$ cat src/source/aud_pkg.sv
package aud_pkg;

	localparam int SAMPLE_W   = 16; // audio sample width.
	localparam int ADDR_W     = 20; // word address of the sample memory.
	localparam int SPEED_W    = 4;
	localparam int RATIO_W    = 4;  // skip or stretch factor.
	localparam int DIV_CYCLES = 16; // one quotient bit per cycle.
	localparam int DIV_CNT_W  = $clog2(DIV_CYCLES + 1);

	// the top speed code bit selects fast play and the bits below it give the ratio.
	localparam int SPEED_FAST_BIT = 3;

	// slow play stretches by this base minus the low speed bits.
	localparam int STRETCH_BASE = 9;

endpackage

$ cat src/source/aud_wb_if.sv
`timescale 1ns/1ns

interface aud_wb_if;

	logic                         cyc;
	logic                         stb;
	logic                         we;
	logic [aud_pkg::ADDR_W-1:0]   adr;
	logic [aud_pkg::SAMPLE_W-1:0] dat_w;
	logic [aud_pkg::SAMPLE_W-1:0] dat_r;
	logic                         ack;

	modport master (
		output cyc, stb, we, adr, dat_w,
		input  dat_r, ack
	);

	modport slave (
		input  cyc, stb, we, adr, dat_w,
		output dat_r, ack
	);

endinterface

$ cat src/source/aud_bus_arbiter.sv
`timescale 1ns/1ns

module aud_bus_arbiter (
	input                                i_clk,
	input                                i_rst_n,
	aud_wb_if.slave                      rec_wb,
	aud_wb_if.slave                      play_wb,
	output logic                         o_wb_cyc,
	output logic                         o_wb_stb,
	output logic                         o_wb_we,
	output logic [aud_pkg::ADDR_W-1:0]   o_wb_adr,
	output logic [aud_pkg::SAMPLE_W-1:0] o_wb_dat,
	input        [aud_pkg::SAMPLE_W-1:0] i_wb_dat,
	input                                i_wb_ack
);

	logic lock_r;   // a granted cycle is still open.
	logic gnt_r;    // set while play owns the open cycle.
	logic sel_play;

	// a free bus goes to record first, an open cycle keeps its owner.
	assign sel_play = lock_r ? gnt_r : (!rec_wb.cyc && play_wb.cyc);

	always_comb begin
		if (sel_play) begin
			o_wb_cyc = play_wb.cyc;
			o_wb_stb = play_wb.stb;
			o_wb_we  = play_wb.we;
			o_wb_adr = play_wb.adr;
			o_wb_dat = play_wb.dat_w;
		end else begin
			o_wb_cyc = rec_wb.cyc;
			o_wb_stb = rec_wb.stb;
			o_wb_we  = rec_wb.we;
			o_wb_adr = rec_wb.adr;
			o_wb_dat = rec_wb.dat_w;
		end
	end

	assign rec_wb.ack    = i_wb_ack && !sel_play;
	assign play_wb.ack   = i_wb_ack && sel_play;
	assign rec_wb.dat_r  = sel_play ? '0 : i_wb_dat;
	assign play_wb.dat_r = sel_play ? i_wb_dat : '0;

	always_ff @(posedge i_clk or negedge i_rst_n) begin
		if (!i_rst_n) begin
			lock_r <= 1'b0;
			gnt_r  <= 1'b0;
		end else begin
			lock_r <= o_wb_cyc && !i_wb_ack; // released by ack or a dropped cycle.
			gnt_r  <= sel_play;
		end
	end

endmodule

$ cat src/source/aud_play_path.sv
`timescale 1ns/1ns

module aud_play_path (
	input                                i_clk,
	input                                i_rst_n,
	input                                i_clear,
	input                                i_sample_tick,
	input                                i_play_en,
	input        [aud_pkg::SPEED_W-1:0]  i_speed,
	input                                i_interpol,
	input        [aud_pkg::ADDR_W-1:0]   i_rec_count,
	output logic [aud_pkg::SAMPLE_W-1:0] o_dac_data,
	output logic                         o_dac_valid,
	output logic                         o_play_end,
	aud_wb_if.master                     wb,
	output logic                         o_div_start,
	output logic [aud_pkg::SAMPLE_W-1:0] o_div_dividend,
	output logic [aud_pkg::RATIO_W-1:0]  o_div_divisor,
	input        [aud_pkg::SAMPLE_W-1:0] i_div_quotient,
	input                                i_div_done
);

	logic                               fast;
	logic [aud_pkg::SPEED_FAST_BIT-1:0] low;
	logic [aud_pkg::SPEED_FAST_BIT-1:0] low_nz;
	logic [aud_pkg::RATIO_W-1:0]        skip;
	logic [aud_pkg::RATIO_W-1:0]        stretch;
	logic [aud_pkg::RATIO_W-1:0]        phase_nxt;
	logic                               have_data;
	logic [aud_pkg::SAMPLE_W:0]         diff;
	logic [aud_pkg::SAMPLE_W:0]         diff_neg;
	logic [aud_pkg::SAMPLE_W-1:0]       diff_abs;
	logic [aud_pkg::SAMPLE_W-1:0]       step_w;

	logic                         cyc_r;
	logic                         div_wait_r;
	logic                         div_start_r;
	logic                         valid_r;
	logic                         end_r;
	logic                         drain_r; // flat segment of the last sample is out.
	logic [aud_pkg::ADDR_W-1:0]   addr_r;
	logic [aud_pkg::RATIO_W-1:0]  phase_r; // tick index within a segment.
	logic [aud_pkg::SAMPLE_W-1:0] dac_r;
	logic [aud_pkg::SAMPLE_W-1:0] cur_r;   // newest fetched sample.
	logic [aud_pkg::SAMPLE_W-1:0] step_r;
	logic [aud_pkg::SAMPLE_W-1:0] abs_r;
	logic                         sign_r;

	assign fast      = i_speed[aud_pkg::SPEED_FAST_BIT];
	assign low       = i_speed[aud_pkg::SPEED_FAST_BIT-1:0];
	assign low_nz    = (low == '0) ? low + 1'b1 : low;
	assign skip      = (aud_pkg::RATIO_W)'(low) + 1'b1;
	assign stretch   = (aud_pkg::RATIO_W)'(aud_pkg::STRETCH_BASE) - (aud_pkg::RATIO_W)'(low_nz);
	assign phase_nxt = phase_r + 1'b1;
	assign have_data = (addr_r < i_rec_count);

	// sign-extended difference from the current sample to the new one.
	assign diff     = {wb.dat_r[aud_pkg::SAMPLE_W-1], wb.dat_r}
	                - {cur_r[aud_pkg::SAMPLE_W-1], cur_r};
	assign diff_neg = '0 - diff;
	assign diff_abs = diff[aud_pkg::SAMPLE_W] ? diff_neg[aud_pkg::SAMPLE_W-1:0]
	                                          : diff[aud_pkg::SAMPLE_W-1:0];
	assign step_w   = sign_r ? '0 - i_div_quotient : i_div_quotient;

	assign wb.cyc   = cyc_r;
	assign wb.stb   = cyc_r;
	assign wb.we    = 1'b0;
	assign wb.adr   = addr_r;
	assign wb.dat_w = '0;

	assign o_dac_data     = dac_r;
	assign o_dac_valid    = valid_r;
	assign o_play_end     = end_r;
	assign o_div_start    = div_start_r;
	assign o_div_dividend = abs_r;
	assign o_div_divisor  = stretch;

	always_ff @(posedge i_clk or negedge i_rst_n) begin
		if (!i_rst_n) begin
			cyc_r       <= 1'b0;
			div_wait_r  <= 1'b0;
			div_start_r <= 1'b0;
			valid_r     <= 1'b0;
			end_r       <= 1'b0;
			drain_r     <= 1'b0;
			addr_r      <= '0;
			phase_r     <= '0;
			dac_r       <= '0;
			cur_r       <= '0;
			step_r      <= '0;
		end else if (i_clear) begin
			cyc_r       <= 1'b0;
			div_wait_r  <= 1'b0;
			div_start_r <= 1'b0;
			valid_r     <= 1'b0;
			end_r       <= 1'b0;
			drain_r     <= 1'b0;
			addr_r      <= '0;
			phase_r     <= '0;
			dac_r       <= '0;
			cur_r       <= '0;
			step_r      <= '0;
		end else begin
			valid_r     <= 1'b0;
			div_start_r <= 1'b0;
			if (cyc_r) begin
				if (wb.ack) begin
					cyc_r <= 1'b0;
					if (fast) begin
						dac_r   <= wb.dat_r;
						valid_r <= 1'b1;
						addr_r  <= addr_r + skip;
					end else begin
						cur_r  <= wb.dat_r;
						dac_r  <= cur_r; // segment starts at the previous sample.
						addr_r <= addr_r + 1'b1;
						if (i_interpol) begin
							div_start_r <= 1'b1;
							div_wait_r  <= 1'b1;
						end else begin
							step_r  <= '0;
							valid_r <= 1'b1;
						end
					end
				end
			end else if (div_wait_r) begin
				if (i_div_done) begin
					div_wait_r <= 1'b0;
					step_r     <= step_w;
					valid_r    <= 1'b1;
				end
			end else if (!i_play_en) begin
				addr_r  <= '0;
				phase_r <= '0;
				end_r   <= 1'b0;
				drain_r <= 1'b0;
				cur_r   <= '0;
				step_r  <= '0;
			end else if (i_sample_tick && !end_r) begin
				if (fast) begin
					if (have_data) begin
						cyc_r <= 1'b1;
					end else begin
						end_r <= 1'b1;
					end
				end else if (phase_r != '0) begin
					dac_r   <= dac_r + step_r;
					valid_r <= 1'b1;
					phase_r <= (phase_nxt >= stretch) ? '0 : phase_nxt;
				end else if (have_data) begin
					cyc_r   <= 1'b1;
					phase_r <= 1'b1;
				end else if (!drain_r) begin
					// Memory ran out; hold the last sample for one more segment.
					drain_r <= 1'b1;
					dac_r   <= cur_r;
					step_r  <= '0;
					valid_r <= 1'b1;
					phase_r <= 1'b1;
				end else begin
					end_r <= 1'b1;
				end
			end
		end
	end

	always_ff @(posedge i_clk) begin
		if (cyc_r && wb.ack) begin
			abs_r  <= diff_abs;
			sign_r <= diff[aud_pkg::SAMPLE_W];
		end
	end

endmodule

$ cat src/source/aud_rec_path.sv
`timescale 1ns/1ns

module aud_rec_path (
	input                                i_clk,
	input                                i_rst_n,
	input                                i_clear,
	input                                i_sample_tick,
	input                                i_rec_en,
	input        [aud_pkg::SAMPLE_W-1:0] i_adc_data,
	output logic [aud_pkg::ADDR_W-1:0]   o_rec_count,
	aud_wb_if.master                     wb
);

	logic                         cyc_r;
	logic [aud_pkg::ADDR_W-1:0]   count_r;
	logic [aud_pkg::SAMPLE_W-1:0] sample_r;

	assign wb.cyc      = cyc_r;
	assign wb.stb      = cyc_r;
	assign wb.we       = 1'b1; // this side only writes.
	assign wb.adr      = count_r; // count doubles as the next free word.
	assign wb.dat_w    = sample_r;
	assign o_rec_count = count_r;

	always_ff @(posedge i_clk or negedge i_rst_n) begin
		if (!i_rst_n) begin
			cyc_r   <= 1'b0;
			count_r <= '0;
		end else if (i_clear) begin
			cyc_r   <= 1'b0;
			count_r <= '0;
		end else if (cyc_r) begin
			if (wb.ack) begin
				cyc_r   <= 1'b0;
				count_r <= count_r + 1'b1;
			end
		end else if (i_sample_tick && i_rec_en) begin
			cyc_r <= 1'b1;
		end
	end

	// a tick during a write is dropped, so the sample stays stable.
	always_ff @(posedge i_clk) begin
		if (i_sample_tick && !cyc_r) begin
			sample_r <= i_adc_data;
		end
	end

endmodule

$ cat src/source/aud_speed_top.sv
`timescale 1ns/1ns

module aud_speed_top (
	input                                i_clk,
	input                                i_rst_n,
	input                                i_clear,
	input                                i_sample_tick,
	input                                i_rec_en,
	input                                i_play_en,
	input        [aud_pkg::SPEED_W-1:0]  i_speed,
	input                                i_interpol,
	input        [aud_pkg::SAMPLE_W-1:0] i_adc_data,
	output logic [aud_pkg::SAMPLE_W-1:0] o_dac_data,
	output logic                         o_dac_valid,
	output logic [aud_pkg::ADDR_W-1:0]   o_rec_count,
	output logic                         o_play_end,
	output logic                         o_wb_cyc,
	output logic                         o_wb_stb,
	output logic                         o_wb_we,
	output logic [aud_pkg::ADDR_W-1:0]   o_wb_adr,
	output logic [aud_pkg::SAMPLE_W-1:0] o_wb_dat,
	input        [aud_pkg::SAMPLE_W-1:0] i_wb_dat,
	input                                i_wb_ack
);

	logic                         div_start;
	logic [aud_pkg::SAMPLE_W-1:0] div_dividend;
	logic [aud_pkg::RATIO_W-1:0]  div_divisor;
	logic [aud_pkg::SAMPLE_W-1:0] div_quotient;
	logic                         div_done;

	aud_wb_if rec_bus ();
	aud_wb_if play_bus ();

	aud_rec_path i_aud_rec_path (
		.i_clk         (i_clk),
		.i_rst_n       (i_rst_n),
		.i_clear       (i_clear),
		.i_sample_tick (i_sample_tick),
		.i_rec_en      (i_rec_en),
		.i_adc_data    (i_adc_data),
		.o_rec_count   (o_rec_count),
		.wb            (rec_bus.master)
	);

	aud_play_path i_aud_play_path (
		.i_clk          (i_clk),
		.i_rst_n        (i_rst_n),
		.i_clear        (i_clear),
		.i_sample_tick  (i_sample_tick),
		.i_play_en      (i_play_en),
		.i_speed        (i_speed),
		.i_interpol     (i_interpol),
		.i_rec_count    (o_rec_count),
		.o_dac_data     (o_dac_data),
		.o_dac_valid    (o_dac_valid),
		.o_play_end     (o_play_end),
		.wb             (play_bus.master),
		.o_div_start    (div_start),
		.o_div_dividend (div_dividend),
		.o_div_divisor  (div_divisor),
		.i_div_quotient (div_quotient),
		.i_div_done     (div_done)
	);

	aud_step_div i_aud_step_div (
		.i_clk      (i_clk),
		.i_rst_n    (i_rst_n),
		.i_start    (div_start),
		.i_dividend (div_dividend),
		.i_divisor  (div_divisor),
		.o_quotient (div_quotient),
		.o_done     (div_done)
	);

	aud_bus_arbiter i_aud_bus_arbiter (
		.i_clk    (i_clk),
		.i_rst_n  (i_rst_n),
		.rec_wb   (rec_bus.slave),
		.play_wb  (play_bus.slave),
		.o_wb_cyc (o_wb_cyc),
		.o_wb_stb (o_wb_stb),
		.o_wb_we  (o_wb_we),
		.o_wb_adr (o_wb_adr),
		.o_wb_dat (o_wb_dat),
		.i_wb_dat (i_wb_dat),
		.i_wb_ack (i_wb_ack)
	);

endmodule

$ cat src/source/aud_step_div.sv
`timescale 1ns/1ns

module aud_step_div (
	input                                i_clk,
	input                                i_rst_n,
	input                                i_start,
	input        [aud_pkg::SAMPLE_W-1:0] i_dividend,
	input        [aud_pkg::RATIO_W-1:0]  i_divisor,
	output logic [aud_pkg::SAMPLE_W-1:0] o_quotient,
	output logic                         o_done
);

	logic [aud_pkg::DIV_CNT_W-1:0] cnt_r;
	logic                          done_r;
	logic [aud_pkg::SAMPLE_W-1:0]  quo_r; // dividend shifts out, quotient shifts in.
	logic [aud_pkg::RATIO_W-1:0]   rem_r;
	logic [aud_pkg::RATIO_W-1:0]   dvs_r;
	logic [aud_pkg::RATIO_W:0]     rem_sh;
	logic [aud_pkg::RATIO_W:0]     rem_sub;

	assign rem_sh  = {rem_r, quo_r[aud_pkg::SAMPLE_W-1]};
	assign rem_sub = rem_sh - {1'b0, dvs_r};

	assign o_quotient = quo_r;
	assign o_done     = done_r;

	always_ff @(posedge i_clk or negedge i_rst_n) begin
		if (!i_rst_n) begin
			cnt_r  <= '0;
			done_r <= 1'b0;
		end else begin
			done_r <= 1'b0;
			if (i_start) begin
				cnt_r <= (aud_pkg::DIV_CNT_W)'(aud_pkg::DIV_CYCLES);
			end else if (cnt_r != '0) begin
				cnt_r  <= cnt_r - 1'b1;
				done_r <= (cnt_r == 1); // last bit lands now.
			end
		end
	end

	always_ff @(posedge i_clk) begin
		if (i_start) begin
			quo_r <= i_dividend;
			rem_r <= '0;
			dvs_r <= i_divisor;
		end else if (cnt_r != '0) begin
			if (rem_sh >= {1'b0, dvs_r}) begin
				rem_r <= rem_sub[aud_pkg::RATIO_W-1:0];
				quo_r <= {quo_r[aud_pkg::SAMPLE_W-2:0], 1'b1};
			end else begin
				rem_r <= rem_sh[aud_pkg::RATIO_W-1:0]; // restore.
				quo_r <= {quo_r[aud_pkg::SAMPLE_W-2:0], 1'b0};
			end
		end
	end

endmodule

$ cat config.mk
export PLATFORM = sky130hd
export DESIGN_NAME = aud_speed_top
export DESIGN_NICKNAME = d
export VERILOG_FILES = /design/src/source/aud_pkg.sv /design/src/source/aud_wb_if.sv /design/src/source/aud_bus_arbiter.sv /design/src/source/aud_play_path.sv /design/src/source/aud_rec_path.sv /design/src/source/aud_speed_top.sv /design/src/source/aud_step_div.sv
export SDC_FILE = /design/constraint.sdc
export NUM_CORES = 1
export LEC_CHECK = 0
export BUFFER_PORTS_ARGS = -buffer_cell sky130_fd_sc_hd__buf_4
export CORE_ASPECT_RATIO = 0.9
export CORE_UTILIZATION = 38
export CTS_CLUSTER_SIZE = 10
export DETAILED_ROUTE_END_ITERATION = 10
export PLACE_DENSITY_LB_ADDON = 0.08
export SETUP_SLACK_MARGIN = 0.4
export SYNTH_ARGS = -nofsm -noshare
export SYNTH_HDL_FRONTEND = slang
export SYNTH_SLANG_ARGS = --single-unit
$ cat constraint.sdc
create_clock -name i_clk -period 4.95 [get_ports i_clk]
set_input_delay 0.99 -clock i_clk [delete_from_list [all_inputs] [get_ports i_clk]]
set_output_delay 0.99 -clock i_clk [all_outputs]
set_load 0.01 [all_outputs]
==> summary.txt <==
Clock tree
  – Num CTS Buffers: 17
  – H-tree depth: 4
  – Clk pin slew, worst setup/hold paths: 0.06 ns
  – Sink Count: 164
  – Clock Tree Root: clkbuf_16
  – CTS tree: built
  – CTS Hold Bufs: 0
  – Max clock buf depth: 2
  – Worst skew pair latency: 0.44 ns
  – Post-CTS Setup Bufs: 0

Floorplan
  – Starting Density: 39.13%
  – # IOs: 121
  – Num rows: 58
  – Die width: 181.7 um
  – Core area: 28230 um^2
  – Die H: 163.7 um
  – DIE AREA: 29750 um^2

Yosys
  – Sequential fraction of the synthesis area: 39.37%
  – Yosys top cell by area: dfrtp_1
  – Post-synth top area share: 24.24%
  – Ys async rst share: 65.24%
  – Adder-cell share of the synthesized area: 7.771%
  – Dominant synthesized flop cell: dfrtp_1
  – Yosys warning count: 0
  – Mux contribution to synthesized area: 4.350%
  – Number of synthesized flops with an enable pin: 53
  – Post-synth cell types: 78
  – Post-Syn Instances: 1243
  – Largest family of logic cells by synthesized area: simple AND/OR/NAND/NOR gates
  – Synth Area in Compound Gates: 16.55%
  – Top cells by area, synth: dfrtp_1, edfxtp_1, ha_1, xnor2_1, nand2_1
  – Cell with the most instances after synthesis: nand2_1
  – XOR/XNOR Fraction of Synth Area: 8.326%
  – Synthesized area: 11050 um^2
  – Synthesized net count: 1353
  – Post-Synth Simple-Gate Area: 18.24%
  – Syn avg cell area: 8.886 um^2
  – Synth cell count leaders: nand2_1, nor2_1, dfrtp_1
  – Synthesized flop and latch total: 164

Timing
  – Max Slew Vio Count: 0
  – Setup TNS: 0 ns
  – Slack of the critical path: 0.6611 ns
  – Max frequency: 233.2 MHz
  – Skew final: 0.01369 ns
  – Fin. Hold Viols: 0
  – Period minus WS final: 4.289 ns
  – Slew @ Worst Pin: 1.072 ns
  – Slew margin rel.: 28.34%
  – Final setup fails: 0
  – Fin crit share: 86.64%
  – RSZ-0062 raised after global routing: no

Routing
  – DRC violations left: 0
  – Vias: 9179
  – Drt pass-1 iters: 5
  – Initial drt markers: 644
  – Vias/cell: 5.374
  – Routed wire per std cell: 18.27 um
  – Post-Route WL: 31200 um
  – Antenna Nets Post-Route: 0

Final layout
  – Share of layout cells above drive strength 1: 16.54%
  – ANT cells: 0
  – Area growth syn-to-layout: 16.77%
  – Final nets: 1445

Placement
  – Placer Congestion: 0.8543
  – Port buffer count: 120
  – Pre-CTS setup slack: 0.1919 ns
  – Hpwl dp: 23060 um

Global route
  – Total grt overflow: 0
  – Number of global-route vias before repair: 8815
  – Overall Global Routing Usage: 21.65%
  – Initial antenna violation count: 0
  – Largest net degree at the start of global routing: 50
  – First-pass GRT wire length: 49530 um

Worst setup path
  – CP required: 5.13 ns
  – Worst EP arrival: 4.47 ns
  – CP endpoint kind: flop
  – CP most frequent cell: inv_1
  – CP max-delay cell: or4_4
  – Crit Path Max Fanout: 6
  – Crit Path Category: reg -> reg
  – Slowest stage delay, CP: 0.54 ns
  – Startpoint Class: flop
  – Crit path cell chain: or3b_1 > nand2_2 > nand2_1 > ha_1 > inv_1 > ha_1 > inv_1 > o311ai_2 > o21ai_1 > nor4b_2 > or2_2 > xnor2_1 > inv_1 > or4_4 > or3_4 > o31ai_4 > xnor2_1
  – Top cell family by delay on the critical path: simple AND/OR/NAND/NOR gates
  – Buffers and inverters on the worst path: 3

Power and ir drop
  – Peak VDD IR: 0.2235 mV
  – Pwr dens: 293.7 nW/um^2
  – Leakage: 0.005623 uW

Min path
  – Hold Path Class: reg -> reg

Flow run
  – Max-cap violations: 0

Outcome
  – Status: completed
==> flip-flops by register name (all words and copies together) (netlist names), 4 cells and up <==
name,cells
i_aud_play_path.step_r,16
i_aud_play_path.cur_r,16
i_aud_play_path.o_dac_data,16
i_aud_step_div.rem_r,4
i_aud_play_path.wb.adr,20
i_aud_step_div.dvs_r,4
i_aud_rec_path.o_rec_count,20
i_aud_step_div.cnt_r,5
i_aud_play_path.o_div_dividend,16
i_aud_play_path.phase_r,4
i_aud_rec_path.wb.dat_w,16
i_aud_step_div.o_quotient,16
==> what timing repair did <==
action / in CTS / in global routing
gates resized for setup: 2 / 6
pin swaps: 0 / 1
setup endpoints to repair: 11 / 9
==> cells in the final DEF, fill, tap and decap left out, drive strengths merged, types with 5 or more instances in the layout <==
cell type  instances
a211oi            21
o211ai             6
o2111ai            6
nand2            150
nor2b             12
mux2              40
clkbuf            20
nor2             123
edfxtp            53
a311oi             6
a21boi             6
o22ai              8
clkinv             5
nand3             26
xnor2             70
xor2              35
a21oi             50
buf              135
and2               7
nand4             11
a31oi             12
inv               90
dfrtp            107
nor3              22
o32ai              5
o31ai             18
a21o              16
or3               13
nand2b            18
and3              27
ha                63
o21ai             89
==> metrics by stage <==
step	cells	hold WS (ns)	cell area, um^2	power (uW)	util, %
floorplan	1243	0.4494	11050	2154	-
global placement	1676	0.4669	12260	2375	43.42
detailed placement	1676	0.4740	12260	2383	43.42
CTS	1708	0.4831	12890	3824	45.65
global route	1708	0.5189	12900	3988	45.69
finish	1708	0.4835	12900	3788	45.69
==> worst register-to-register path, cell delays in order (launching register included) <==
cell and delay [ns]:
dfrtp_1 0.43, or3b_1 0.43, nand2_2 0.13, nand2_1 0.12, ha_1 0.24, inv_1 0.08, ha_1 0.20, inv_1 0.06
o311ai_2 0.26, o21ai_1 0.13, nor4b_2 0.34, or2_2 0.19, xnor2_1 0.11, inv_1 0.08, or4_4 0.54, or3_4 0.43
o31ai_4 0.19, xnor2_1 0.09
==> routing by layer <==
metal	global-route usage, %	vias up	wire [um]
li1	-	4551	-
met2	31.10	244	12990
met4	4.931	0	323
met3	4.479	26	1773
met1	32.88	4358	16110
met5	0	-	0
==> final timing paths <==
check	startpoint	to	slack (ns)	cells past startpoint
max in group asynchronous	i_rst_n	i_aud_rec_path.o_rec_count[12]$_DFFE_PN0P_	3.42	2
worst min-delay path	i_aud_step_div.rem_r[3]$_SDFFE_PP0P_	i_aud_step_div.rem_r[3]$_SDFFE_PP0P_	0.48	2
worst max-delay path	i_aud_rec_path.wb.cyc$_DFF_PN0_	i_aud_play_path.o_div_dividend[15]$_DFFE_PP_	0.66	17
min in group asynchronous	i_rst_n	i_aud_play_path.o_dac_data[6]$_DFFE_PN0P_	0.60	1
worst min register to register	i_aud_step_div.rem_r[3]$_SDFFE_PP0P_	i_aud_step_div.rem_r[3]$_SDFFE_PP0P_	0.48	2
worst max register to register	i_aud_rec_path.wb.cyc$_DFF_PN0_	i_aud_play_path.o_div_dividend[15]$_DFFE_PP_	0.66	17
==> where the power goes <==
part	leakage (uW)	internal, uW	total [uW]	switching, uW
clock	0.000295	847	1430	584
sequential	0.00202	1560	1680	117
combinational	0.00331	303	681	378
total	0.00562	2710	3790	1080
==> cells by family after synthesis <==
logic type,after synthesis
flops,164
compound gates,280
xor+xnor,105
buf+inv,151
simple gates,433
fa+ha+maj,67
mux,43
==> final cells by class <==
type	instances	area [um^2]
fill	2711	15330
tap	360	450.4
timing repair buffer	135	1017
sequential	164	4349
inverter	89	334.1
clock inverter	12	180.2
clock buffer	20	436.7
multi-input combinational	928	6130
No activity file was read; power rests on OpenSTA's default activity.
